$ cat src/verilog/memory_map_pkg.sv
`default_nettype none

package memory_map_pkg;

	// ------------------------------
	// bank layout
	// ------------------------------

	// word address bits inside one bank
	localparam int bank_address_depth_default = 13;

	// upper address bits pick the bank, eight banks
	localparam int log2_number_of_banks_default = 3;

	// logger owns the last bank
	localparam int log_bank = 7;

	// ------------------------------
	// log record layout
	// ------------------------------

	// free-running cycle count at the edge
	localparam int timestamp_width = 28;

	// coax inputs watched by the logger
	localparam int channel_count = 4;

	// timestamp on top, channel mask in the low bits
	typedef struct packed {
		logic [timestamp_width-1:0] timestamp;
		logic [channel_count-1:0] mask;
	} log_record_t;

endpackage

`default_nettype wire

$ cat src/verilog/rpi_bus_pkg.sv
`default_nettype none

package rpi_bus_pkg;

	// ------------------------------
	// host bus geometry
	// ------------------------------

	// parallel lines between host and fpga
	localparam int bus_width_default = 16;

	// high half first, then low half
	localparam int transactions_per_data_word_default = 2;

	// one memory word
	localparam int data_width_default = 32;

	// ------------------------------
	// host control levels
	// ------------------------------

	// read level
	localparam logic read_dir = 1'b1;
	localparam logic write_dir = 1'b0;

	// register_select level
	localparam logic select_address = 1'b0;
	localparam logic select_data = 1'b1;

endpackage

`default_nettype wire
$ cat src/verilog/bank_arbiter.sv
`default_nettype none

module bank_arbiter
	import rpi_bus_pkg::*, memory_map_pkg::*;
#(
	parameter int DATA_WIDTH = data_width_default,
	parameter int BANK_ADDRESS_DEPTH = bank_address_depth_default,
	parameter int LOG2_OF_NUMBER_OF_BANKS = log2_number_of_banks_default,
	localparam int ADDRESS_WIDTH = BANK_ADDRESS_DEPTH + LOG2_OF_NUMBER_OF_BANKS
) (
	input wire clock,
	input wire arst_n,
	// host port
	input wire host_request,
	input wire host_write,
	input wire [ADDRESS_WIDTH-1:0] host_address,
	input wire [DATA_WIDTH-1:0] host_write_data,
	output logic host_grant,
	output logic host_read_valid,
	// log port, writes only
	input wire log_request,
	input wire [ADDRESS_WIDTH-1:0] log_address,
	input wire [DATA_WIDTH-1:0] log_record,
	output logic log_grant,
	// single memory port
	output logic mem_enable,
	output logic mem_write,
	output logic [ADDRESS_WIDTH-1:0] mem_address,
	output logic [DATA_WIDTH-1:0] mem_write_data
);

	// ------------------------------
	// grant, host first
	// ------------------------------
	assign host_grant = host_request;
	assign log_grant = log_request & ~host_request;

	// steer the winner to the ram
	always_comb begin
		mem_enable = host_request | log_request;
		if (host_request) begin
			mem_write = host_write;
			mem_address = host_address;
			mem_write_data = host_write_data;
		end else begin
			// logger never reads
			mem_write = log_request;
			mem_address = log_address;
			mem_write_data = log_record;
		end
	end

	// ------------------------------
	// read marker
	// ------------------------------
	// ram data lands one cycle after the grant
	always_ff @(posedge clock or negedge arst_n) begin
		if (!arst_n) begin
			host_read_valid <= 1'b0;
		end else begin
			host_read_valid <= host_grant & ~host_write;
		end
	end

endmodule

`default_nettype wire

$ cat config.mk
export PLATFORM = sky130hd
export DESIGN_NAME = bank_arbiter
export DESIGN_NICKNAME = d
export VERILOG_FILES = /design/src/verilog/memory_map_pkg.sv /design/src/verilog/rpi_bus_pkg.sv /design/src/verilog/bank_arbiter.sv
export SDC_FILE = /design/constraint.sdc
export NUM_CORES = 1
export LEC_CHECK = 0
export BUFFER_PORTS_ARGS = -buffer_cell sky130_fd_sc_hd__buf_2
export CAP_MARGIN = 20
export CELL_PAD_IN_SITES_DETAIL_PLACEMENT = 0
export CELL_PAD_IN_SITES_GLOBAL_PLACEMENT = 1
export CORE_UTILIZATION = 18
export DETAILED_ROUTE_END_ITERATION = 7
export PLACE_DENSITY = 0.89
export REMOVE_ABC_BUFFERS = 1
export SLEW_MARGIN = 20
export SYNTH_ARGS = -nofsm -noshare
export SYNTH_HDL_FRONTEND = slang
export SYNTH_SLANG_ARGS = --single-unit
$ cat constraint.sdc
create_clock -name clock -period 1.4 [get_ports clock]
set_clock_uncertainty 0.15 [all_clocks]
set_input_delay 0.21 -clock clock [delete_from_list [all_inputs] [get_ports clock]]
set_output_delay 0.21 -clock clock [all_outputs]
set_load 0.02 [all_outputs]
==> results of run 1 <==
## per-layer routing
metal | track usage [%] | wire length (microns) | up-vias
met4 | 0 | 0 | 2
li1 | - | - | 530
met2 | 24.1 | 2030 | 43
met5 | 0 | 13 | -
met3 | 3.19 | 295 | 2
met1 | 15.6 | 1460 | 488
## power breakdown
group	internal, uW	switching [uW]	leakage [uW]
registers	30.9	0.251	0.0000129
logic	373	315	0.00106
clock network	0.00191	0	0.00000000634
## kinds of logic (layout without fill, tap and decap cells)
group	after synthesis	after routing	synth area share [%]
other	0	1	0
DFF	1	1	2.82
and+or+nand+nor	3	3	2.12
muxes	49	49	82.2
buffers and inverters	7	160	12.9
## layout make-up
cell class	count	area [sq um]
repair buffers	160	896
multi-input cells	52	747
well taps	67	83.8
fillers	494	2970
flip-flops and latches	1	25.0
diodes	1	2.50
## timing repair
action / 4_1_cts / 5_1_grt
gates resized for setup: 5 / 0
endpoints found under the hold margin: 1 / 0
setup endpoints to repair: 43 / 0
hold buffers: 1 / 0
## through the flow
| stage | cells | area (sq um) | utilization [%] |
|---|---|---|---|
| finish | 281 | 1750 | 37.1 |
| global route | 280 | 1750 | 37.1 |
| CTS | 280 | 1750 | 37.1 |
| detailed placement | 277 | 1680 | 35.5 |
| global placement | 277 | 1680 | 35.5 |
| floorplan | 53 | 772 | - |
## path summary, 6_finish.rpt
kind | cells after the start | from | to
max in group asynchronous | 2 | arst_n | host_read_valid
min in group asynchronous | 2 | arst_n | host_read_valid
worst min-delay path | 2 | host_write | host_read_valid
worst max-delay path | 4 | host_request | mem_write_data[18]
## cell usage in the layout, fill, tap and decap left out, drive strengths merged
master / n
buf: 159
dfrtp: 1
diode: 1
dlygate4sd3: 1
mux2: 49
nor2b: 2
or2: 1
==> metrics.yaml, run 1 <==
dpl.hpwl_microns: 3380
setup.worst_path.class: "input port to primary output"
power_density_nw_per_um2: 410
crit_family: "buffers and inverters"
drc_errors: 0
hold_path.class: "input port to flop"
die_area_sq_um: 5210
syn_area_sq_um: 886
p_leak_uw: 0.00108
critPathLaunchType: "input port"
setup_viol: 0
total_power_uw: 719
fin_tns_setup_ns: 0
wl_microns: 3800
initial_utilization_pct: 18.8
synth_edf_count: 0
ys_types: 9
report.final.slew_viol_count: 0
path_clk_slew_ns: 0
die_w_microns: 72.2
netlist_top_cells_count: "mux2_4, buf_12, mux2_2, nor2b_1"
crit_path_top_delay_cell: "mux2_4"
firstDrtPassIters: 4
final_net_count: 316
postSynthAreaPerCell_sq_um: 14.8
grt_max_degree: 13
fmax_mhz: 729
syn_inst: 60
yosysSeqAreaShare_pct: 2.82
cp_max_fo: 12
synthFlopType: "dfrtp_1"
cp.arrival_ns: 1.01
post-route-period-util_pct: 98.0
fin_crit_ns: 1.37
yosysTopAreaCell: "mux2_4"
path_cells: "buf_6 -> buf_12 -> mux2_4 -> buf_2"
ant_nets: 0
status: "completed"
synth.top_cell.area_share_pct: 79.7
area_delta_synth_final_pct: 98.0
synth-seq-cells: 1
synth.most_common_cell: "mux2_4"
async_reset_ff_share_pct: 100
cap_viol_max_count: 0
antenna_found_initial: 2
synthTopCellsByArea: "mux2_4, buf_12, dfrtp_1"
grt_pass1_vias: 1029
slowest_delay_ns: 0.30
grt.total_usage_pct: 12.9
vias: 1065
numPortBuffers: 153
via_per_inst: 3.79
largest_reg_flops: 1
top_regs: "host_read_valid: 1 flops"
yosysWarnings: 0
setup_ws_ns: 0.0277
top_register: "host_read_valid"
critPathBufInv: 3
timing_hold_violations_final: 0
drive_gt1_share_pct: 98.1
finalWeightedCongestion: 0.828
ios: 154
worst_slew_pin_slew_ns: 0.138
grt_pass1_wl_microns: 5290
required_ns: 1.04
drt-initial-drc-count: 26
cts_setup_buffers: 0
die_y_microns: 72.2
slew_headroom_pct: 90.8
critPathCaptureType: "primary output"
post_drt_wl_per_cell_microns: 13.5
pre_cts_ws_ns: -0.0580
rsz0062_at_grt: "no"
core-area_sq_um: 4720
max-vdd-ir-drop_mv: 0.160
whs_ns: 0.241
grt-ovfl-total: 0
floorplan.rows: 25
Note: power is estimated with default switching activity, not from simulation.
==> run 2, diff against run 1 <==
RECOVER_POWER = 50   (was unset)
==> metrics.yaml, run 2 (synthesis results as in run 1) <==
status: "completed"
dpl.hpwl_microns: 3380
timing_hold_violations_final: 0
design_area_sq_um: 1720
drive_gt1_share_pct: 96.2
ant_nets: 0
die_area_sq_um: 5210
fillers: 496
cp.arrival_ns: 1.00
report.final.slew_viol_count: 0
drt-initial-drc-count: 28
post-route-period-util_pct: 97.3
hold_path.class: "input port to flop"
layout.cells.non_filler: 281
whs_ns: 0.241
fin_crit_ns: 1.36
mostFrequentLayoutCell: "buf_2"
slew_headroom_pct: 82.4
dp_cells: 277
cpMostUsedCell: "buf_6"
utilization_pct: 36.3
cp_max_fo: 11
largest_reg_flops: 1
vias: 1067
numPortBuffers: 153
critPathLaunchType: "input port"
multi_input_area_sq_um: 747
layout_common_cells: "buf_2, mux2_4, clkbuf_2"
path_cells: "buf_6 -> buf_6 -> mux2_4 -> buf_2"
initial_utilization_pct: 18.8
core-area_sq_um: 4720
total_power_uw: 706
ios: 154
die_y_microns: 72.2
grt_pass1_vias: 1029
required_ns: 1.04
grt.total_usage_pct: 12.9
slowest_delay_ns: 0.31
path_clk_slew_ns: 0
grt_max_degree: 13
max-vdd-ir-drop_mv: 0.160
cts_setup_buffers: 0
floorplan.rows: 25
p_leak_uw: 0.00106
antenna_found_initial: 2
crit_family: "buffers and inverters"
setup_viol: 0
top_regs: "host_read_valid: 1 flops"
setup.worst_path.class: "input port to primary output"
critPathBufInv: 3
die_w_microns: 72.2
crit_path_top_delay_cell: "mux2_4"
critPathCaptureType: "primary output"
drc_errors: 0
grt_pass1_wl_microns: 5290
worst_slew_pin_slew_ns: 0.265
post_drt_wl_per_cell_microns: 13.5
power_density_nw_per_um2: 411
wl_microns: 3800
fmax_mhz: 734
rsz0062_at_grt: "no"
grt-ovfl-total: 0
cap_viol_max_count: 0
firstDrtPassIters: 4
finalWeightedCongestion: 0.828
top_register: "host_read_valid"
via_per_inst: 3.80
dpl_cell_area_sq_um: 1680
final_net_count: 316
regArea_sq_um: 25.0
area_delta_synth_final_pct: 93.8
## run 2: report_power, final
group / internal, uW / total [uW] / switching, uW
clock network: 0.00191 / 0.00191 / 0
registers: 30.9 / 31.2 / 0.308
logic: 361 / 675 / 314
total: 392 / 706 / 314
## run 2: worst paths after layout
kind                       depth (start not counted)         start           endpoint
worst max-delay path                               4  host_request  mem_write_data[7]
worst min-delay path                               2    host_write    host_read_valid
max in group asynchronous                          2        arst_n    host_read_valid
min in group asynchronous                          2        arst_n    host_read_valid
## run 2: layout make-up
cell class / instances / area share [%]
repair buffers: 160 / 50.0
multi-input cells: 52 / 43.5
well taps: 67 / 4.88
flip-flops and latches: 1 / 1.46
diodes: 1 / 0.146
## run 2: metal layers
layer	wire, microns	up-vias	global-route usage [%]
met3	265	2	3.19
met5	13	-	0
met4	0	2	0
met2	2030	41	24.1
met1	1490	493	15.6
li1	-	529	-
## run 2: metrics by stage
stage	TNS [ns]	worst slack, ns
detailed placement	-1.62	-0.0580
global placement	-1.43	-0.0450
CTS	0	0.0133
floorplan	0	0.465
finish	0	0.0377
global route	0	0.00619
## run 2: what timing repair did
action / CTS / global route
endpoints found under the hold margin: 1 / 0
hold buffers: 1 / 0
resized for setup: 5 / 0
setup endpoints to repair: 43 / 0
