**config.mk**
```make
export PLATFORM = sky130hd
export DESIGN_NAME = edge_logger
export DESIGN_NICKNAME = d
export VERILOG_FILES = /design/src/verilog/memory_map_pkg.sv /design/src/verilog/edge_logger.sv
export SDC_FILE = /design/constraint.sdc
export NUM_CORES = 1
export LEC_CHECK = 0
export BUFFER_PORTS_ARGS = -buffer_cell sky130_fd_sc_hd__clkbuf_2
export CAP_MARGIN = 5
export CORE_MARGIN = 2
export CORE_UTILIZATION = 49
export DETAILED_ROUTE_END_ITERATION = 8
export PLACE_DENSITY = 0.74
export SYNTH_ARGS = -nofsm -noshare
export SYNTH_HDL_FRONTEND = slang
export SYNTH_SLANG_ARGS = --single-unit
```
**constraint.sdc**
```tcl
create_clock -name clock -period 2.3 [get_ports clock]
set_input_delay 0.345 -clock clock [delete_from_list [all_inputs] [get_ports clock]]
set_output_delay 0.345 -clock clock [all_outputs]
set_load 0.005 [all_outputs]
```
**src/verilog/memory_map_pkg.sv**
```systemverilog
`default_nettype none

package memory_map_pkg;

	// ------------------------------
	// bank layout
	// ------------------------------

	// word address bits inside one bank
	localparam int bank_address_depth_default = 13;

	// upper address bits pick the bank, eight banks
	localparam int log2_number_of_banks_default = 3;

	// logger owns the last bank
	localparam int log_bank = 7;

	// ------------------------------
	// log record layout
	// ------------------------------

	// free-running cycle count at the edge
	localparam int timestamp_width = 28;

	// coax inputs watched by the logger
	localparam int channel_count = 4;

	// timestamp on top, channel mask in the low bits
	typedef struct packed {
		logic [timestamp_width-1:0] timestamp;
		logic [channel_count-1:0] mask;
	} log_record_t;

endpackage

`default_nettype wire

```
**src/verilog/edge_logger.sv**
```systemverilog
`default_nettype none

module edge_logger
	import memory_map_pkg::*;
#(
	parameter int BANK_ADDRESS_DEPTH = bank_address_depth_default,
	parameter int LOG2_OF_NUMBER_OF_BANKS = log2_number_of_banks_default,
	localparam int ADDRESS_WIDTH = BANK_ADDRESS_DEPTH + LOG2_OF_NUMBER_OF_BANKS
) (
	input wire clock,
	input wire arst_n,
	input wire [channel_count-1:0] coax_in,
	output logic log_request,
	output logic [ADDRESS_WIDTH-1:0] log_address,
	output log_record_t log_record,
	input wire log_grant
);
	logic [channel_count-1:0] coax_stage1;
	logic [channel_count-1:0] coax_stage2;
	logic [channel_count-1:0] coax_previous;
	logic [channel_count-1:0] coax_rise;
	logic [timestamp_width-1:0] timestamp;
	logic [BANK_ADDRESS_DEPTH-1:0] log_pointer;
	logic retire;

	assign coax_rise = coax_stage2 & ~coax_previous;
	// pending record goes out this cycle
	assign retire = log_request & log_grant;
	assign log_address = {LOG2_OF_NUMBER_OF_BANKS'(log_bank), log_pointer};

	// ------------------------------
	// sync, edges, timestamp, pointer
	// ------------------------------
	always_ff @(posedge clock or negedge arst_n) begin
		if (!arst_n) begin
			coax_stage1 <= '0;
			coax_stage2 <= '0;
			coax_previous <= '0;
			timestamp <= '0;
			log_pointer <= '0;
			log_request <= 1'b0;
		end else begin
			coax_stage1 <= coax_in;
			coax_stage2 <= coax_stage1;
			coax_previous <= coax_stage2;
			timestamp <= timestamp + 1'b1;
			// wraps inside the log bank
			if (retire) begin
				log_pointer <= log_pointer + 1'b1;
			end
			if (|coax_rise) begin
				log_request <= 1'b1;
			end else if (retire) begin
				log_request <= 1'b0;
			end
		end
	end

	// ------------------------------
	// pending record
	// ------------------------------
	always_ff @(posedge clock) begin
		if (|coax_rise) begin
			if (log_request && !log_grant) begin
				// still waiting, merge into the mask
				log_record.mask <= log_record.mask | coax_rise;
			end else begin
				log_record.timestamp <= timestamp;
				log_record.mask <= coax_rise;
			end
		end
	end

endmodule

`default_nettype wire

```
==> results.yml, run 1 <==
run_status:
  status: "completed"
sta:
  rsz0062_at_grt: "no"
  setup_tns_ps: 0
  setup_viol: 0
  fin_ws_ps: 647.5
  period_minus_slack_ps: 1653
  slew_viol_final: 0
  whs_ps: 94.27
  period_share_pct: 71.85
  hold_violations: 0
  fin_skew_ps: 12.77
  slew_headroom_pct: 60.50
  fmax_ghz: 0.6051
  worst_slew_pin_slew_ps: 592.6
cells_and_area:
  final_cell_mix: "dfrtp_1, clkbuf_2, edfxtp_1"
  num_antenna_cells: 0
  multi_input_area_um2: 864.6
  layout-drive-gt1-share_pct: 28.06
  final_common_cell: "dfrtp_1"
  finalNonFillerCells: 355
  fin_nets: 282
  synthToLayoutAreaGrowth_pct: 18.59
  fillCellCount: 500
  seqCellArea_um2: 2312
synthesis:
  ys_seq_area_share_pct: 72.16
  synth_top_family_by_area: "simple AND/OR/NAND/NOR gates"
  synth_compound_area_share_pct: 0.9371
  syn_area_um2: 3204
  synthAdderAreaFrac_pct: 0.7809
  netlist_instances: 208
  synthMuxAreaShare_pct: 0.3514
  synthSimpleGateAreaFrac_pct: 14.10
  ys_types: 29
  synth_area_per_cell_um2: 15.41
  synth_warnings: 0
  synth-xor-area-share_pct: 10.39
  synth-seq-cells: 86
power_and_ir_drop:
  power_density_nw_per_um2: 842.8
  ir_drop_v: 0.0005007
  cellLeakagePower_nw: 1.751
floorplan:
  floorplan.initialDensity_pct: 50.46
  die_y_um: 84.87
  die-area_um2: 7202
  pin_count: 56
  coreArea_um2: 6350
  die_w_um: 84.87
  rows: 29
route:
  viasPerCell: 5.068
  ant_nets: 0
  drc: 0
  route.vias.total: 1799
  wl_per_cell_um: 14.07
  drt_first_pass_iters: 4
  drtIter0Drc: 80
  wl_mm: 4.994
cts:
  clkTransAtPathRegs_ps: 90
  cts_tree: "yes"
  cts_max_level: 3
  insertion_delay_ps: 350
  postCtsResizedCells: 0
  cts_setup_buffers: 0
  root_buffer: "clkbuf_8"
  cts-buffers-inserted: 9
  cts_max_path_buffers: 2
  holdBufCountCts: 1
  cts_sinks: 86
placement:
  dp_hpwl_mm: 3.373
  portBuffers: 52
  place.gp.congestion: 0.8235
  preCtsSetupSlack_ps: 697.9
  place_inst: 338
critical_path:
  arrival_ps: 1710
  crit_required_ps: 2360
  worstSetupPathType: "reg -> reg"
  cp-start-kind: "flop"
  critPathMaxFanout: 28
  end_kind: "flop"
grt:
  first_global_vias: 1814
  grt_pass1_wl_mm: 8.404
  grtUsageTotal_pct: 15.40
  grt_max_degree: 33
  grt_overflow: 0
  antenna_found_initial: 0
worst_hold_path:
  hp-class: "in -> reg"
run:
  cap_violations: 0
critical path, stage by stage, from the launching register on:
cell     delay (ps)
dfrtp_1         380
nor2b_1         140
nor4_1          510
nor2_2           50
buf_4           260
worst paths after layout:
check | startpoint | endpoint | slack, ps | cells after the start
worst min-delay path | coax_in[2] | coax_stage1[2]$_DFF_PN0_ | 90 | 1
max in group asynchronous | arst_n | timestamp[8]$_DFF_PN0_ | 1190 | 3
worst min register to register | coax_stage1[3]$_DFF_PN0_ | coax_stage2[3]$_DFF_PN0_ | 350 | 0
worst max register to register | coax_stage2[2]$_DFF_PN0_ | log_record[11]$_DFFE_PP_ | 650 | 4
worst max-delay path | coax_stage2[2]$_DFF_PN0_ | log_record[11]$_DFFE_PP_ | 650 | 4
min in group asynchronous | arst_n | coax_previous[2]$_DFF_PN0_ | 520 | 2
synthesized netlist by cell type:
library cell / instances / area (um^2)
nor2b_1: 7 / 43.79
dfrtp_1: 54 / 1351
nand2_1: 9 / 33.78
nand3_1: 12 / 60.06
or3_1: 1 / 6.260
and3_1: 8 / 50.05
and2_1: 2 / 12.51
mux2_2: 1 / 11.26
nand4_1: 10 / 62.56
conb_1: 1 / 3.750
nor3_1: 1 / 5.000
ha_1: 2 / 25.02
nor2_1: 7 / 26.28
nor3b_2: 1 / 12.51
buf_4: 3 / 22.52
edfxtp_1: 32 / 960.9
nor3_2: 1 / 10.01
nor4_1: 2 / 12.51
xor2_1: 12 / 105.1
nand2b_1: 1 / 6.260
nand4_4: 2 / 42.54
nor3b_4: 1 / 18.77
a21o_1: 4 / 30.03
xnor2_1: 26 / 227.7
and3_2: 1 / 7.510
and4_1: 1 / 8.760
nor4_4: 1 / 21.27
inv_1: 4 / 15.01
nor2_4: 1 / 11.26
sequential cells by signal (all words and copies together) (netlist names):
register and flops:
timestamp 28, log_record 32, log_pointer 13, log_request 1, coax_stage1 4, coax_previous 4, coax_stage2 4
power breakdown:
| group | total (mW) | internal (mW) | leakage [nW] | switching (mW) |
|---|---|---|---|---|
| combinational | 0.278 | 0.139 | 0.631 | 0.139 |
| clock | 1.13 | 0.617 | 0.108 | 0.509 |
| sequential | 1.80 | 1.71 | 1.01 | 0.0891 |
| total | 3.20 | 2.47 | 1.75 | 0.737 |
kinds of logic after synthesis:
| family | Yosys count |
|---|---|
| AND/OR/NAND/NOR | 69 |
| adder cells (fa/ha/maj) | 2 |
| AO/OA/AOI/OAI | 4 |
| multiplexers | 1 |
| other | 1 |
| XOR/XNOR | 38 |
| buffers and inverters | 7 |
| flip-flops | 86 |
layer usage:
| metal | track usage (%) | wire, um | vias to the layer above |
|---|---|---|---|
| met5 | 0 | 0 | - |
| met4 | 7.792 | 100 | 0 |
| met3 | 5.156 | 258 | 8 |
| met2 | 22.12 | 2234 | 46 |
| met1 | 21.19 | 2400 | 890 |
| li1 | - | - | 855 |
area by class of cell:
cell class,instances,share of cell area [%]
inverter,4,0.3951
clock buffer,11,3.457
tap,77,2.535
clock inverter,5,2.173
multi-input combinational,117,22.75
timing repair buffer,55,7.837
sequential,86,60.85
metrics by stage:
step / util, % / cell area, um^2 / power (mW)
final: 59.84 / 3800 / 3.203
after global routing: 59.84 / 3800 / 3.346
after CTS: 59.84 / 3800 / 3.234
after detailed placement: 56.32 / 3576 / 2.113
after global placement: 56.32 / 3576 / 2.102
after floorplan: - / 3212 / 1.948
No activity file was read; power rests on OpenSTA's default activity.
==> run 2: changes to the inputs <==
==> constraint.sdc (replaced) <==
create_clock -name clock -period 1.35 [get_ports clock]
set_input_delay 0.2025 -clock clock [delete_from_list [all_inputs] [get_ports clock]]
set_output_delay 0.2025 -clock clock [all_outputs]
set_load 0.005 [all_outputs]
==> results.yml, run 2 (synthesis results as in run 1) <==
run_status:
  status: "finished with violations"
  violations: "negative setup slack"
sta:
  fmax_ghz: 0.6931
  fin_skew_ps: 11.48
  fin_ws_ps: -92.76
  rsz0062_at_grt: "yes"
  hold_violations: 0
  period_share_pct: 106.9
  whs_ps: 288.7
  slew_viol_final: 0
  period_minus_slack_ps: 1443
  setup_viol: 42
critical_path:
  critPathMaxFanout: 14
  cp-start-kind: "flop"
  end_kind: "flop"
  rr_startpoint: "coax_stage2[3]$_DFF_PN0_"
  critPathLaunch: "coax_stage2[3]$_DFF_PN0_"
  crit_required_ps: 1460
  arrival_ps: 1550
  worstSetupPathType: "reg -> reg"
route:
  wl_met2_mm: 3.020
  viasPerCell: 4.930
  drtIter0Drc: 85
  route.vias.total: 2031
  drc: 0
  wl_met3_um: 229
  ant_nets: 0
  wl_met1_mm: 2.709
  top_layer: "met4"
  wl_per_cell_um: 14.65
  drt_first_pass_iters: 4
  wl_mm: 6.036
power_and_ir_drop:
  ir_drop_v: 0.0008969
  power_density_nw_per_um2: 1254
  cellLeakagePower_nw: 2.079
cells_and_area:
  fin_nets: 339
  fillCellCount: 419
  final_common_cell: "dfrtp_1"
  finalNonFillerCells: 412
  fin_util_pct: 69.44
  final_cell_mix: "dfrtp_1, clkbuf_2, buf_4"
  largest-register: "log_record"
  layout-drive-gt1-share_pct: 46.87
  largestRegisters: "log_record (32), timestamp (28), log_pointer (13)"
  num_antenna_cells: 0
  largest_reg_flops: 32
  synthToLayoutAreaGrowth_pct: 37.60
  design_area_um2: 4409
floorplan:
  pin_count: 56
  die-area_um2: 7202
  rows: 29
  die_w_um: 84.87
  die_y_um: 84.87
  floorplan.initialDensity_pct: 50.46
  coreArea_um2: 6350
worst_hold_path:
  hp-class: "in -> reg"
  min-delay-start: "log_grant"
cts:
  cts_max_path_buffers: 2
  clkTransAtPathRegs_ps: 90
  insertion_delay_ps: 350
  cts_max_level: 3
  cts-buffers-inserted: 9
  cts_tree: "yes"
  cts_sinks: 86
  root_buffer: "clkbuf_8"
placement:
  dp_hpwl_mm: 3.718
  place_inst: 375
  portBuffers: 52
  place.gp.congestion: 0.8046
  preCtsSetupSlack_ps: -413.0
  postPlaceCellArea_um2: 3872
grt:
  grtUsageTotal_pct: 17.78
  grt_max_degree: 55
  first_global_vias: 2021
  grt_overflow: 0
  grt_pass1_wl_mm: 9.735
  antenna_found_initial: 0
run:
  cap_violations: 0
[run 2: per-layer routing]
layer	global-route usage [%]	vias up
li1	-	967
met1	23.90	1014
met2	26.99	44
met3	4.669	6
met4	9.091	0
met5	0	-
[run 2: final cells by class]
cell class / instances / area [um^2] / share of cell area, %
clock inverters: 4 / 47.55 / 1.078
flip-flops and latches: 86 / 2312 / 52.44
repair buffers: 111 / 767.0 / 17.40
multi-input cells: 118 / 1023 / 23.21
well taps: 77 / 96.34 / 2.185
clock buffers: 12 / 145.1 / 3.292
inverters: 4 / 17.52 / 0.3973
[run 2: report_power, final]
part	internal [mW]	switching (mW)	total, mW
logic	0.400	0.354	0.753
registers	2.91	0.105	3.02
clock network	0.901	0.854	1.76
total	4.21	1.31	5.53
[run 2: worst max-delay path, cell delays in order, from the launching register on]
cell and delay [ps]:
dfrtp_1 400, nor2b_4 140, nor4_2 250, buf_4 200, nor2_4 50, buf_12 160
[run 2: metrics by stage]
stage	setup TNS, ps	total power [mW]
floorplan	-2490	3.326
global placement	-10520	3.714
detailed placement	-12440	3.731
CTS	-2465	5.524
global route	-6011	5.771
finish	-2585	5.528
[run 2: final timing paths]
| check | slack, ps | depth (start not counted) | end |
|---|---|---|---|
| worst min-delay path | 290 | 4 | log_pointer[3]$_DFFE_PN0P_ |
| worst min register to register | 350 | 0 | coax_stage2[3]$_DFF_PN0_ |
| max in group asynchronous | 720 | 3 | timestamp[15]$_DFF_PN0_ |
| worst max-delay path | -90 | 5 | log_record[27]$_DFFE_PP_ |
| min in group asynchronous | 370 | 3 | log_pointer[4]$_DFFE_PN0P_ |
| worst max register to register | -90 | 5 | log_record[27]$_DFFE_PP_ |
[run 2: timing repair]
item / 4_1_cts / 5_1_grt
buffers inserted: 8 / 7
pin swaps: 15 / 15
resized for setup: 16 / 23
hold endpoints to repair: 58 / 0
setup endpoints to repair: 50 / 56
gates cloned: 1 / 0
hold buffers: 5 / 0
==> run 3: changes to the inputs <==
--- a/config.mk
+++ b/config.mk
@@ -8,9 +8,10 @@
 export BUFFER_PORTS_ARGS = -buffer_cell sky130_fd_sc_hd__clkbuf_2
 export CAP_MARGIN = 5
 export CORE_MARGIN = 2
-export CORE_UTILIZATION = 49
+export CORE_UTILIZATION = 59
+export CTS_CLUSTER_SIZE = 30
 export DETAILED_ROUTE_END_ITERATION = 8
-export PLACE_DENSITY = 0.74
+export PLACE_DENSITY = 0.83
 export SYNTH_ARGS = -nofsm -noshare
 export SYNTH_HDL_FRONTEND = slang
 export SYNTH_SLANG_ARGS = --single-unit
==> constraint.sdc (replaced) <==
create_clock -name clock -period 1.8 [get_ports clock]
set_input_delay 0.27 -clock clock [delete_from_list [all_inputs] [get_ports clock]]
set_output_delay 0.27 -clock clock [all_outputs]
set_load 0.005 [all_outputs]
==> results.yml, run 3 (synthesis results as in run 1) <==
floorplan:
  die_w_um: 77.70
  floorplan.initialDensity_pct: 61.95
  pin_count: 56
  coreArea_um2: 5172
  rows: 26
  die_y_um: 77.70
  die-area_um2: 6037
cts:
  cts_max_path_buffers: 2
  clkTransAtPathRegs_ps: 70
  cts_setup_buffers: 0
  cts-buffers-inserted: 9
  cts_sinks: 86
  root_buffer: "clkbuf_8"
  insertion_delay_ps: 340
  cts_tree: "yes"
  cts_max_level: 3
power_and_ir_drop:
  power_density_nw_per_um2: 1005
  cellLeakagePower_nw: 1.729
  ir_drop_v: 0.0005284
route:
  viasPerCell: 5.224
  route.vias.total: 1818
  wl_per_cell_um: 14.26
  wl_mm: 4.963
  drtIter0Drc: 61
  drc: 0
  ant_nets: 0
  drt_first_pass_iters: 4
cells_and_area:
  final_common_cell: "dfrtp_1"
  fin_util_pct: 72.52
  final_cell_mix: "dfrtp_1, clkbuf_2, edfxtp_1"
  synthToLayoutAreaGrowth_pct: 17.06
  largestRegisters: "log_record (32), timestamp (28), log_pointer (13)"
  layout-drive-gt1-share_pct: 26.98
  design_area_um2: 3751
  num_antenna_cells: 0
  largest-register: "log_record"
  fin_nets: 282
  largest_reg_flops: 32
grt:
  antenna_found_initial: 0
  grtUsageTotal_pct: 18.53
  grt_overflow: 0
  first_global_vias: 1777
  grt_pass1_wl_mm: 8.411
  grt_max_degree: 40
critical_path:
  path_buf_inv: 0
  end_kind: "flop"
  crit_chain: "ha_1 -> nand3_1 -> nor3_2 -> nor3b_2 -> xor2_1"
  crit_required_ps: 2060
  r2r_cells: 5
  critPathSlowestCell: "dfrtp_1"
  max_stage_delay_ps: 430
  cp-start-kind: "flop"
  worstSetupPathType: "reg -> reg"
  arrival_ps: 1870
  critPathMaxFanout: 5
  path_depth: 5
  critPathTopFamily: "simple AND/OR/NAND/NOR gates"
sta:
  rsz0062_at_grt: "no"
  slew_headroom_pct: 62.25
  slew_viol_final: 0
  period_minus_slack_ps: 1617
  setup_tns_ps: 0
  hold_violations: 0
  setup_viol: 0
  worst_slew_pin_slew_ps: 561.1
  fin_ws_ps: 183.0
  fin_skew_ps: 5.395
  period_share_pct: 89.83
  fmax_ghz: 0.6184
worst_hold_path:
  whs_path_depth: 1
  hp-class: "in -> reg"
placement:
  dp_hpwl_mm: 3.458
  portBuffers: 52
  postPlaceCellArea_um2: 3580
  preCtsSetupSlack_ps: 182.2
  place.gp.congestion: 0.7564
run:
  cap_violations: 0
run_status:
  status: "completed"
run 3: changes by cell type in the layout (fill, tap and decap cells not counted), moves of 5 or more:
cell	change
nor2b_1	+7
buf_6	-7
nand3_1	+6
buf_4	-45
nand3_2	-5
run 3: path summary, 6_finish.rpt:
path | slack, ps | from | to
setup / recovery | 180 | timestamp[0]$_DFF_PN0_ | timestamp[16]$_DFF_PN0_
hold / removal | 30 | coax_in[2] | coax_stage1[2]$_DFF_PN0_
setup reg to reg | 180 | timestamp[0]$_DFF_PN0_ | timestamp[16]$_DFF_PN0_
hold reg to reg | 350 | coax_stage1[2]$_DFF_PN0_ | coax_stage2[2]$_DFF_PN0_
max in group asynchronous | 850 | arst_n | timestamp[18]$_DFF_PN0_
min in group asynchronous | 400 | arst_n | coax_previous[2]$_DFF_PN0_
run 3: cell type report:
cell class,instances,area (um^2)
Timing Repair Buffer,55,310.3
Clock inverter,3,12.51
Tap cell,70,87.58
Inverter,4,15.01
Fill cell,353,1421
Clock buffer,13,148.9
Multi-Input combinational cell,117,864.6
Sequential cell,86,2312
run 3: report_power, final:
| part | leakage (nW) | internal (mW) | switching, mW |
|---|---|---|---|
| combinational | 0.635 | 0.183 | 0.178 |
| clock | 0.0825 | 0.530 | 0.585 |
| sequential | 1.01 | 2.19 | 0.110 |
run 3: what timing repair did:
item | in CTS | in global routing
hold buffers | 1 | 0
gates resized for setup | 0 | 0
endpoints found under the hold margin | 15 | 0
run 3: layer usage:
metal  part of all wire (%)  global-route usage, %  wire length, um
met4                    2.8                  11.07              138
met2                     48                  27.59             2370
met3                    4.2                  3.953              209
met1                     45                  25.31             2244
met5                      0                      0                0
run 3: stage by stage:
| stage | power [mW] | instances | hold slack [ps] |
|---|---|---|---|
| 6_report | 3.771 | 348 | 32.28 |
| 5_1_grt | 3.954 | 348 | 12.75 |
| 4_1_cts | 3.820 | 348 | 15.26 |
| 3_5_place_dp | 2.704 | 331 | 231.6 |
| 3_3_place_gp | 2.687 | 331 | 226.2 |
| 2_1_floorplan | 2.490 | 210 | -25.59 |
