### src/verilog/memory_map_pkg.sv
`default_nettype none

package memory_map_pkg;

	// ------------------------------
	// bank layout
	// ------------------------------

	// word address bits inside one bank
	localparam int bank_address_depth_default = 13;

	// upper address bits pick the bank, eight banks
	localparam int log2_number_of_banks_default = 3;

	// logger owns the last bank
	localparam int log_bank = 7;

	// ------------------------------
	// log record layout
	// ------------------------------

	// free-running cycle count at the edge
	localparam int timestamp_width = 28;

	// coax inputs watched by the logger
	localparam int channel_count = 4;

	// timestamp on top, channel mask in the low bits
	typedef struct packed {
		logic [timestamp_width-1:0] timestamp;
		logic [channel_count-1:0] mask;
	} log_record_t;

endpackage

`default_nettype wire

### src/verilog/rpi_bus_pkg.sv
`default_nettype none

package rpi_bus_pkg;

	// ------------------------------
	// host bus geometry
	// ------------------------------

	// parallel lines between host and fpga
	localparam int bus_width_default = 16;

	// high half first, then low half
	localparam int transactions_per_data_word_default = 2;

	// one memory word
	localparam int data_width_default = 32;

	// ------------------------------
	// host control levels
	// ------------------------------

	// read level
	localparam logic read_dir = 1'b1;
	localparam logic write_dir = 1'b0;

	// register_select level
	localparam logic select_address = 1'b0;
	localparam logic select_data = 1'b1;

endpackage

`default_nettype wire
### src/verilog/half_duplex_rpi_bus.sv
`default_nettype none

module half_duplex_rpi_bus
	import rpi_bus_pkg::*, memory_map_pkg::*;
#(
	parameter int BUS_WIDTH = bus_width_default,
	parameter int DATA_WIDTH = data_width_default,
	parameter int BANK_ADDRESS_DEPTH = bank_address_depth_default,
	parameter int LOG2_OF_NUMBER_OF_BANKS = log2_number_of_banks_default,
	parameter bit ADDRESS_AUTOINCREMENT_MODE = 1'b1,
	localparam int ADDRESS_WIDTH = BANK_ADDRESS_DEPTH + LOG2_OF_NUMBER_OF_BANKS
) (
	input wire clock,
	input wire arst_n,
	input wire [BUS_WIDTH-1:0] bus_in,
	output logic [BUS_WIDTH-1:0] bus_out,
	output logic bus_oe,
	input wire read,
	input wire register_select,
	input wire enable,
	output logic ack_valid,
	output logic host_request,
	output logic host_write,
	output logic [ADDRESS_WIDTH-1:0] host_address,
	output logic [DATA_WIDTH-1:0] host_write_data,
	input wire host_grant,
	input wire host_read_valid,
	input wire [DATA_WIDTH-1:0] read_data
);
	localparam int TRANSACTIONS = DATA_WIDTH / BUS_WIDTH;
	localparam int HALF_WIDTH = (TRANSACTIONS > 1) ? $clog2(TRANSACTIONS) : 1;
	localparam logic [HALF_WIDTH-1:0] LAST_HALF = HALF_WIDTH'(TRANSACTIONS - 1);

	typedef enum logic [1:0] {
		st_idle,
		st_request,
		st_read_wait,
		st_acked
	} state_t;

	state_t state;
	logic [2:0] sync_stage1;
	logic [2:0] sync_stage2;
	logic enable_previous;
	logic read_sync;
	logic select_sync;
	logic enable_sync;
	logic start;
	logic is_read;
	logic is_data;
	logic [1:0] current_kind;
	logic [1:0] last_kind;
	logic [HALF_WIDTH-1:0] half;
	logic [HALF_WIDTH-1:0] half_now;
	logic [ADDRESS_WIDTH-1:0] address_reg;
	logic [DATA_WIDTH-1:0] read_latch;

	// ------------------------------
	// host level synchronizer
	// ------------------------------
	always_ff @(posedge clock or negedge arst_n) begin
		if (!arst_n) begin
			sync_stage1 <= '0;
			sync_stage2 <= '0;
			enable_previous <= 1'b0;
		end else begin
			sync_stage1 <= {read, register_select, enable};
			sync_stage2 <= sync_stage1;
			enable_previous <= sync_stage2[0];
		end
	end

	assign read_sync = sync_stage2[2];
	assign select_sync = sync_stage2[1];
	assign enable_sync = sync_stage2[0];
	// a new transaction only from idle
	assign start = (state == st_idle) && enable_sync && !enable_previous;
	assign is_read = (read_sync == read_dir);
	assign is_data = (select_sync == select_data);
	assign current_kind = {read_sync, select_sync};
	// other direction or register restarts the word
	assign half_now = (current_kind == last_kind) ? half : '0;
	assign host_address = address_reg;

	// ------------------------------
	// transaction fsm
	// ------------------------------
	always_ff @(posedge clock or negedge arst_n) begin
		if (!arst_n) begin
			state <= st_idle;
			ack_valid <= 1'b0;
			bus_oe <= 1'b0;
			host_request <= 1'b0;
			host_write <= 1'b0;
			address_reg <= '0;
			half <= '0;
			last_kind <= '0;
		end else begin
			case (state)
				st_idle: begin
					if (start) begin
						last_kind <= current_kind;
						if (!is_data) begin
							// address register, one transaction
							half <= '0;
							bus_oe <= is_read;
							if (!is_read) begin
								address_reg <= bus_in[ADDRESS_WIDTH-1:0];
							end
							ack_valid <= 1'b1;
							state <= st_acked;
						end else if (!is_read) begin
							if (half_now == LAST_HALF) begin
								// word complete, go write it
								host_request <= 1'b1;
								host_write <= 1'b1;
								state <= st_request;
							end else begin
								half <= half_now + 1'b1;
								ack_valid <= 1'b1;
								state <= st_acked;
							end
						end else if (half_now == '0) begin
							// first read half fetches the word
							host_request <= 1'b1;
							host_write <= 1'b0;
							state <= st_request;
						end else begin
							// later halves from the latch
							bus_oe <= 1'b1;
							ack_valid <= 1'b1;
							state <= st_acked;
							if (half_now == LAST_HALF) begin
								half <= '0;
								if (ADDRESS_AUTOINCREMENT_MODE) begin
									address_reg <= address_reg + 1'b1;
								end
							end else begin
								half <= half_now + 1'b1;
							end
						end
					end
				end
				st_request: begin
					// request held until granted
					if (host_grant) begin
						host_request <= 1'b0;
						if (host_write) begin
							half <= '0;
							ack_valid <= 1'b1;
							state <= st_acked;
							// carries on into the bank bits
							if (ADDRESS_AUTOINCREMENT_MODE) begin
								address_reg <= address_reg + 1'b1;
							end
						end else begin
							state <= st_read_wait;
						end
					end
				end
				st_read_wait: begin
					if (host_read_valid) begin
						bus_oe <= 1'b1;
						ack_valid <= 1'b1;
						state <= st_acked;
						if (LAST_HALF == '0) begin
							half <= '0;
							if (ADDRESS_AUTOINCREMENT_MODE) begin
								address_reg <= address_reg + 1'b1;
							end
						end else begin
							half <= HALF_WIDTH'(1);
						end
					end
				end
				default: begin
					// hold ack until the host lets go
					if (!enable_sync) begin
						ack_valid <= 1'b0;
						bus_oe <= 1'b0;
						state <= st_idle;
					end
				end
			endcase
		end
	end

	// ------------------------------
	// data path
	// ------------------------------
	always_ff @(posedge clock) begin
		if (start && is_data && !is_read) begin
			// big-endian assembly, high half first
			host_write_data <= (host_write_data << BUS_WIDTH) | DATA_WIDTH'(bus_in);
		end
		if (start && !is_data && is_read) begin
			bus_out <= BUS_WIDTH'(address_reg);
		end
		if (start && is_data && is_read && half_now != '0) begin
			bus_out <= read_latch[DATA_WIDTH-1 -: BUS_WIDTH];
			read_latch <= read_latch << BUS_WIDTH;
		end
		if (state == st_read_wait && host_read_valid) begin
			bus_out <= read_data[DATA_WIDTH-1 -: BUS_WIDTH];
			read_latch <= read_data << BUS_WIDTH;
		end
	end

endmodule

`default_nettype wire

### config.mk
export PLATFORM = sky130hd
export DESIGN_NAME = half_duplex_rpi_bus
export DESIGN_NICKNAME = d
export VERILOG_FILES = /design/src/verilog/memory_map_pkg.sv /design/src/verilog/rpi_bus_pkg.sv /design/src/verilog/half_duplex_rpi_bus.sv
export SDC_FILE = /design/constraint.sdc
export NUM_CORES = 1
export LEC_CHECK = 0
export ABC_AREA = 0
export BUFFER_PORTS_ARGS = -buffer_cell sky130_fd_sc_hd__buf_2
export CAP_MARGIN = 20
export CORE_ASPECT_RATIO = 0.75
export CORE_MARGIN = 8
export CORE_UTILIZATION = 50
export DETAILED_ROUTE_END_ITERATION = 12
export HOLD_SLACK_MARGIN = 0.08
export PLACE_DENSITY = 0.77
export SKIP_CTS_REPAIR_TIMING = 1
export SLEW_MARGIN = 20
export SYNTH_ARGS = -nofsm -noshare
export SYNTH_HDL_FRONTEND = slang
export SYNTH_SLANG_ARGS = --single-unit
### constraint.sdc
create_clock -name clock -period 4.8 [get_ports clock]
set_clock_uncertainty 0.15 [all_clocks]
set_input_delay 0.24 -clock clock [delete_from_list [all_inputs] [get_ports clock]]
set_output_delay 0.24 -clock clock [all_outputs]
set_load 0.02 [all_outputs]
==> results.py, run 1 <==
metrics = {
    "run_status": {
        "outcome": "finished clean",
    },
    "critical_path": {
        "crit_buf_inv": 1,
        "crit_chain": "inv_1 -> ha_1 -> nand2_1 -> nand2_1",
        "critPathMaxFanout": 34,
        "r2r-end": "read_latch[20]",
        "max_stage_delay_ns": 0.79,
        "rr_worst_depth": 4,
        "cp-start-kind": "flop",
        "crit_top_cell": "nand2_1",
        "worstPathRequired_ns": 4.62,
        "r2r_start": "state[0]",
        "crit_slowest_cell": "nand2_1",
        "r2r_slack_ns": 1.72,
        "cp.arrival_ns": 2.89,
        "path_delay_family": "simple AND/OR/NAND/NOR gates",
        "worstSetupPathType": "reg -> reg",
        "crit_path_end_kind": "flop",
    },
    "logic_synthesis": {
        "syn-num-nets": 426,
        "yosysTopAreaCell": "edfxtp_1",
        "seq_area_frac_synth": 0.642,
        "syn_area_per_cell_sq_um": 11.7,
        "syn_inst": 363,
        "synthFlopType": "edfxtp_1",
        "synth.distinct_cells": 50,
        "synth_area_sq_mm": 0.00424,
        "synth_edf_count": 64,
        "async_flop_share": 0.333,
        "yosysTopAreaCellShare": 0.453,
        "ys_ff_latch": 96,
        "synth_warnings": 0,
        "synth.top_cells.by_area": "edfxtp_1 45%, dfrtp_1 19%, nand2_1 5.3%, a31oi_1 2.9%, a21oi_1 2.8%",
    },
    "global_route": {
        "antenna_found_initial": 0,
        "grtUsageTotal": 0.176,
        "use_met3": 0.0586,
        "grt_overflow": 0,
        "grt_pass1_vias": 3264,
        "use_met2": 0.293,
        "grt_max_degree": 35,
        "grt_pass1_wl_um": 16200,
        "grt_use_met1": 0.216,
        "busiest_layer": "met2",
    },
    "route": {
        "drc": 0,
        "route.detailed.wl_per_inst_um": 17.2,
        "drt_wl_total_um": 10600,
        "dr_total_vias": 3389,
        "final_antenna_net_count": 0,
        "viasPerCell": 5.51,
        "drt_iter0_markers": 260,
        "dr.pass1.iters": 5,
    },
    "layout": {
        "final_common_cell": "buf_2",
        "stdcell_count": 615,
        "area_growth_pct": 28.2,
        "fill_cells": 647,
        "final_area_sq_mm": 0.00544,
        "final_util": 0.651,
        "seq_area_sq_mm": 0.00272,
        "drive_gt1_frac": 0.300,
        "final_cell_mix": "122 x buf_2, 64 x edfxtp_1, 60 x nand2_1, 32 x dfrtp_1, 31 x nor2_1",
        "diodes": 0,
        "nets": 565,
        "multi_input_area_sq_mm": 0.00138,
    },
    "die": {
        "row_count": 29,
        "coreArea_sq_mm": 0.00835,
        "fp.dieH_um": 95.8,
        "ios": 123,
        "initial_core_util": 0.508,
        "fp.dieW_um": 122,
        "dieArea_sq_mm": 0.0117,
    },
    "clock_tree": {
        "clk_latency_ns": 0.34,
        "cts_buffers": 9,
        "cts_buffer_depth": 2,
        "htreeDepth": 3,
        "clk_pin_slew_ns": 0.07,
        "cts_root_buf": "clkbuf_16",
        "clock_sinks": 96,
        "cts_tree": "built",
    },
    "timing": {
        "relSlewSlack": 0.340,
        "worst_slew_pin_slew_ns": 0.985,
        "max_freq_ghz": 0.325,
        "finalWorstSetupSlack_ns": 1.72,
        "final.period_utilization": 0.641,
        "setup_viol": 0,
        "rsz0062_at_grt": "false",
        "hold_viol": 0,
        "whs_ns": 0.0701,
        "drv_slew": 0,
        "fin_crit_ns": 3.08,
        "timing.setup.tns_ns": 0,
    },
    "placed_design": {
        "place_area_sq_mm": 0.00490,
        "dpl.hpwl_um": 7640,
        "placed_cells": 576,
        "pre_cts_slack_ns": 1.74,
        "numPortBuffers": 122,
        "place_congestion": 0.859,
    },
    "worst_hold_path": {
        "hp-start": "read_data[10]",
        "hold_end": "read_latch[26]",
        "min_path_type": "in -> reg",
        "min_delay_path_depth": 2,
    },
    "power": {
        "total_leakage_power_nw": 2.37,
        "p_total_mw": 3.14,
        "max-vdd-ir-drop_v": 0.000279,
        "power_density_mw_per_mm2": 578,
    },
    "flow_run": {
        "cap_violations": 0,
    },
}
worst max path at each step:
stage                     startpoint                  to  depth (start not counted)
after floorplan             state[0]  host_write_data[0]                          4
after global placement      state[0]      read_latch[18]                          4
after detailed placement    state[0]      read_latch[23]                          6
after CTS                   state[0]      read_latch[18]                          6
after global routing        state[0]      read_latch[18]                          4
final                       state[0]      read_latch[20]                          4
power by group:
part           internal, mW  total (mW)  switching [mW]
combinational         0.416        1.13           0.717
sequential             1.10        1.28           0.178
clock                 0.412       0.727           0.315
synth_stat cells (2+ instances only):
library cell and number:
a2bb2oi_1 5, and3_1 18, mux2i_1 3, buf_2 5
dfrtp_1 32, a21oi_1 24, mux2_2 3, nor3_1 2
o31ai_1 3, nand2_1 60, buf_6 4, o21ai_1 3
inv_1 8, o22ai_1 6, nand3_1 11, a31oi_1 20
nor2_1 31, o22a_1 2, o21ai_0 11, ha_1 8
edfxtp_1 64, nand2b_1 2, clkbuf_1 11
logic make-up (layout without fill, tap and decap cells):
logic type	after synthesis	count (layout)	synth area share
adder cells (fa/ha/maj)	8	8	0.0236
flip-flops	96	96	0.642
multiplexers	7	7	0.0177
buffers and inverters	29	173	0.0342
AO/OA/AOI/OAI	85	85	0.125
XOR/XNOR	3	3	0.00797
AND/OR/NAND/NOR	135	135	0.150
routing by layer:
layer | part of all wire | up-vias | wire [um]
met2 | 0.48 | 172 | 5110
li1 | - | 1605 | -
met4 | 0.017 | 0 | 176
met1 | 0.40 | 1593 | 4260
met5 | 0 | - | 0
met3 | 0.099 | 19 | 1050
registers in the layout (all words and copies together), names as in the netlist:
| name | count |
|---|---|
| ack_valid | 1 |
| bus_oe | 1 |
| bus_out | 16 |
| enable_previous | 1 |
| half | 1 |
| host_address | 16 |
| host_request | 1 |
| host_write | 1 |
| host_write_data | 32 |
| last_kind | 2 |
| read_latch | 16 |
| state | 2 |
| sync_stage1 | 3 |
| sync_stage2 | 3 |
cell type report:
cell class	instances	share of cell area
Sequential cell	96	0.501
Multi-Input combinational cell	238	0.254
Timing Repair Buffer	148	0.159
Clock buffer	10	0.0421
Tap cell	108	0.0249
Clock inverter	6	0.0136
Inverter	9	0.00621
Power figures use the tool's default switching activity.
==> run 2, diff against run 1 <==
==> constraint.sdc (replaced) <==
create_clock -name clock -period 3.15 [get_ports clock]
set_clock_uncertainty 0.15 [all_clocks]
set_input_delay 0.1575 -clock clock [delete_from_list [all_inputs] [get_ports clock]]
set_output_delay 0.1575 -clock clock [all_outputs]
set_load 0.02 [all_outputs]
==> run 2 against run 1 <==
Net effect: global-route usage down 0.14 points; clock power up 43%; critical path depth up 3; core utilization up 3.6 points; wire length up 4.0%; flip-flop and latch count unchanged; critical path type unchanged; hold slack worse by 0.020 ns; fmax up 13%; final area up 5.6%; sequential share of layout area down 2.7 points; count of clock-buffer cells in the layout down 1.
==> results.py, run 2 (synthesized netlist as in run 1, its figures left out) <==
metrics = {
    "route": {
        "dr_total_vias": 3460,
        "final_antenna_net_count": 0,
        "dr.pass1.iters": 5,
        "route.detailed.wl_per_inst_um": 17.0,
        "viasPerCell": 5.34,
        "drt_iter0_markers": 262,
        "drt_wl_total_um": 11000,
        "drc": 0,
    },
    "timing": {
        "rsz0062_at_grt": "false",
        "max_freq_ghz": 0.367,
        "relSlewSlack": 0.385,
        "drv_slew": 0,
        "worst_slew_pin_slew_ns": 0.918,
        "whs_ns": 0.0500,
        "final.period_utilization": 0.865,
        "timing.setup.tns_ns": 0,
        "setup_viol": 0,
        "hold_viol": 0,
        "finalWorstSetupSlack_ns": 0.425,
        "fin_crit_ns": 2.73,
    },
    "layout": {
        "area_growth_pct": 35.3,
        "largest_register_ffs": 32,
        "final_common_cell": "buf_2",
        "final_util": 0.688,
        "final_cell_mix": "122 x buf_2, 64 x edfxtp_1, 60 x nand2_1, 50 x dlygate4sd3_1, 32 x dfrtp_1",
        "nets": 597,
        "seq_area_sq_mm": 0.00272,
        "regMostFlops": "host_write_data",
        "final_area_sq_mm": 0.00574,
        "fill_cells": 628,
        "drive_gt1_frac": 0.291,
        "multi_input_area_sq_mm": 0.00139,
    },
    "critical_path": {
        "crit_buf_inv": 2,
        "cp-start-kind": "flop",
        "cp.arrival_ns": 2.60,
        "startpoint": "state[0]",
        "worstSetupPathType": "reg -> reg",
        "crit_slowest_cell": "or3_1",
        "worstPathRequired_ns": 3.03,
        "crit_chain": "inv_1 -> ha_1 -> nand3b_4 -> or2_4 -> or3_1 -> nand2_1 -> buf_4",
        "crit_path_end_kind": "flop",
        "r2r_slack_ns": 0.42,
        "r2r_start": "state[0]",
        "max_stage_delay_ns": 0.46,
        "critPathMaxFanout": 16,
        "path_delay_family": "simple AND/OR/NAND/NOR gates",
    },
    "die": {
        "fp.dieH_um": 95.8,
        "ios": 123,
        "dieArea_sq_mm": 0.0117,
        "row_count": 29,
        "fp.dieW_um": 122,
        "coreArea_sq_mm": 0.00835,
        "initial_core_util": 0.508,
    },
    "global_route": {
        "antenna_found_initial": 0,
        "grtUsageTotal": 0.174,
        "grt_pass1_wl_um": 16000,
        "grt_pass1_vias": 3212,
        "grt_max_degree": 33,
        "grt_overflow": 0,
    },
    "placed_design": {
        "pre_cts_slack_ns": 0.461,
        "place_congestion": 0.887,
        "dpl.hpwl_um": 7660,
        "numPortBuffers": 122,
        "place_area_sq_mm": 0.00495,
    },
    "clock_tree": {
        "clk_pin_slew_ns": 0.07,
        "clock_sinks": 96,
        "htreeDepth": 3,
        "cts_buffers": 9,
        "clk_latency_ns": 0.34,
        "cts_root_buf": "clkbuf_16",
        "cts_tree": "built",
        "cts_buffer_depth": 2,
    },
    "power": {
        "power_density_mw_per_mm2": 832,
        "total_leakage_power_nw": 2.51,
        "max-vdd-ir-drop_v": 0.000530,
    },
    "run_status": {
        "outcome": "finished clean",
    },
    "flow_run": {
        "cap_violations": 0,
    },
    "worst_hold_path": {
        "hp-start": "read_data[29]",
        "min_path_type": "in -> reg",
    },
}
-- run 2: layout make-up --
type                            count  share of cell area
Clock buffer                        9              0.0392
Clock inverter                      7              0.0113
Sequential cell                    96               0.474
Antenna cell                        1            0.000436
Inverter                            9             0.00588
Multi-Input combinational cell    238               0.241
Tap cell                          108              0.0235
Timing Repair Buffer              180               0.204
-- run 2: path summary, 6_finish.rpt --
path                                     to  depth (start not counted)
setup / recovery             read_latch[16]                          7
hold / removal                  bus_out[13]                          3
setup reg to reg             read_latch[16]                          7
hold reg to reg              sync_stage2[1]                          0
max in group asynchronous  host_address[11]                          2
min in group asynchronous         ack_valid                          2
-- run 2: routing by layer --
| layer | up-vias | routed length [um] | part of all wire | global-route usage |
|---|---|---|---|---|
| li1 | 1672 | - | - | - |
| met1 | 1644 | 4530 | 0.41 | 0.218 |
| met2 | 130 | 5420 | 0.49 | 0.295 |
| met3 | 14 | 907 | 0.082 | 0.0522 |
| met4 | 0 | 153 | 0.014 | 0.0425 |
| met5 | - | 0 | 0 | 0 |
-- run 2: where the power goes --
part / internal (mW) / switching (mW)
registers: 1.68 / 0.279
logic: 0.676 / 1.10
clock network: 0.552 / 0.492
total: 2.91 / 1.87
-- run 2: metrics by stage --
stage	total power [mW]	instances
after floorplan	3.12	363
after global placement	3.63	581
after detailed placement	3.69	581
after CTS	4.73	597
after global routing	5.05	647
final	4.77	648
-- run 2: worst reg2reg max path, stage by stage (launching register included) --
cell and delay (ns):
dfrtp_1 0.43, inv_1 0.10, ha_1 0.45, nand3b_4 0.17, or2_4 0.29, or3_1 0.46, nand2_1 0.11, buf_4 0.25
==> run 3, diff against run 2 <==
--- a/config.mk
+++ b/config.mk
@@ -11,9 +11,11 @@
 export CORE_ASPECT_RATIO = 0.75
 export CORE_MARGIN = 8
 export CORE_UTILIZATION = 50
+export CTS_CLUSTER_DIAMETER = 30
 export DETAILED_ROUTE_END_ITERATION = 12
 export HOLD_SLACK_MARGIN = 0.08
 export PLACE_DENSITY = 0.77
+export REMOVE_ABC_BUFFERS = 1
 export SKIP_CTS_REPAIR_TIMING = 1
 export SLEW_MARGIN = 20
 export SYNTH_ARGS = -nofsm -noshare
==> run 3 against run 2 <==
Net effect: setup slack got worse by 0.089 ns; critical path depth unchanged; fmax decreased by 3.2%; flip-flop and latch count unchanged; global-route usage increased by 0.18 points; first-iteration DRC count increased by 19%; register-to-register slack got worse by 0.09 ns; count of clock-buffer cells in the layout increased by 1; core utilization decreased by 0.54 points; final area decreased by 0.78%; critical endpoint is now read_latch[18]; largest power group unchanged.
==> results.py, run 3 (synthesized netlist as in run 1, its figures left out) <==
metrics = {
    "global_route": {
        "antenna_found_initial": 0,
        "grtUsageTotal": 0.176,
        "grt_overflow": 0,
        "grt_pass1_wl_um": 15800,
        "grt_pass1_vias": 3160,
        "grt_max_degree": 34,
    },
    "die": {
        "coreArea_sq_mm": 0.00835,
        "initial_core_util": 0.508,
        "row_count": 29,
        "fp.dieW_um": 122,
        "dieArea_sq_mm": 0.0117,
        "ios": 123,
        "fp.dieH_um": 95.8,
    },
    "route": {
        "drt_iter0_markers": 313,
        "route.detailed.wl_per_inst_um": 17.0,
        "dr_total_vias": 3479,
        "drt_wl_total_um": 10900,
        "viasPerCell": 5.40,
        "dr.pass1.iters": 5,
        "final_antenna_net_count": 0,
        "drc": 0,
    },
    "timing": {
        "relSlewSlack": 0.387,
        "worst_slew_pin_slew_ns": 0.915,
        "hold_viol": 0,
        "max_freq_ghz": 0.355,
        "finalWorstSetupSlack_ns": 0.336,
        "final.period_utilization": 0.893,
        "drv_slew": 0,
        "timing.setup.tns_ns": 0,
        "fin_crit_ns": 2.81,
        "setup_viol": 0,
        "rsz0062_at_grt": "false",
        "whs_ns": 0.0309,
    },
    "critical_path": {
        "max_stage_delay_ns": 0.57,
        "crit_path_end_kind": "flop",
        "crit_buf_inv": 2,
        "path_delay_family": "simple AND/OR/NAND/NOR gates",
        "crit_slowest_cell": "or3_1",
        "worstPathRequired_ns": 3.05,
        "crit_chain": "inv_1 -> ha_1 -> nand3b_4 -> or2_4 -> or3_1 -> nand2_1 -> buf_4",
        "critPathMaxFanout": 17,
        "cp-start-kind": "flop",
        "worstSetupPathType": "reg -> reg",
        "cp.arrival_ns": 2.71,
    },
    "run_status": {
        "outcome": "finished clean",
    },
    "layout": {
        "regMostFlops": "host_write_data",
        "nets": 594,
        "final_area_sq_mm": 0.00570,
        "final_cell_mix": "122 x buf_2, 64 x edfxtp_1, 60 x nand2_1, 48 x dlygate4sd3_1, 32 x dfrtp_1",
        "drive_gt1_frac": 0.291,
        "area_growth_pct": 34.3,
        "diodes": 0,
        "largest_register_ffs": 32,
        "final_common_cell": "buf_2",
    },
    "flow_run": {
        "cap_violations": 0,
    },
    "placed_design": {
        "numPortBuffers": 122,
        "place_congestion": 0.852,
        "place_area_sq_mm": 0.00493,
        "dpl.hpwl_um": 7540,
        "pre_cts_slack_ns": 0.369,
    },
    "power": {
        "total_leakage_power_nw": 2.49,
        "max-vdd-ir-drop_v": 0.000552,
        "power_density_mw_per_mm2": 831,
        "p_total_mw": 4.73,
    },
    "clock_tree": {
        "cts_buffers": 9,
        "cts_buffer_depth": 2,
        "clk_latency_ns": 0.34,
        "cts_root_buf": "clkbuf_16",
        "clk_pin_slew_ns": 0.07,
        "htreeDepth": 3,
        "cts_tree": "built",
        "clock_sinks": 96,
    },
    "worst_hold_path": {
        "min_path_type": "in -> reg",
    },
}
run 3: cell types whose count changed in the layout (fill, tap and decap cells not counted), sizes merged:
| cell | previous run | this run |
|---|---|---|
| clkinv | 3 | 1 |
| diode | 1 | 0 |
| clkbuf | 9 | 10 |
| clkinvlp | 1 | 2 |
| dlygate4sd3 | 50 | 48 |
| buf | 130 | 129 |
run 3: path summary, 6_finish.rpt:
kind,endpoint,slack [ns],startpoint,depth (start not counted)
setup reg to reg,read_latch[18],0.34,state[0],7
hold reg to reg,sync_stage2[0],0.20,sync_stage1[0],0
setup / recovery,read_latch[18],0.34,state[0],7
max in group asynchronous,host_address[9],2.10,arst_n,2
min in group asynchronous,state[1],0.27,arst_n,2
hold / removal,bus_out[7],0.03,read_data[23],3
run 3: area by class of cell:
cell class | instances | area [sq um]
clock buffers | 10 | 229
clock inverters | 6 | 52.6
fillers | 594 | 2650
inverters | 9 | 33.8
multi-input cells | 238 | 1380
flip-flops and latches | 96 | 2720
well taps | 108 | 135
repair buffers | 177 | 1140
run 3: stage by stage:
stage	instances	utilization
2_1_floorplan	343	-
3_3_place_gp	580	0.591
3_5_place_dp	580	0.591
4_1_cts	596	0.625
5_1_grt	644	0.682
6_report	644	0.682
run 3: tightest hold or removal path: stages:
cell and delay (ns):
buf_2 0.07, nor2_1 0.04, a31oi_1 0.13
run 3: power breakdown:
group / total (mW) / switching (mW) / internal (mW)
Sequential: 1.96 / 0.280 / 1.68
Clock: 1.02 / 0.472 / 0.547
Combinational: 1.75 / 1.08 / 0.670
Total: 4.73 / 1.84 / 2.90
run 3: routing by layer:
metal | GRT usage | part of all wire
met4 | 0.0849 | 0.024
met3 | 0.0574 | 0.094
met5 | 0 | 0
met2 | 0.287 | 0.49
met1 | 0.210 | 0.39
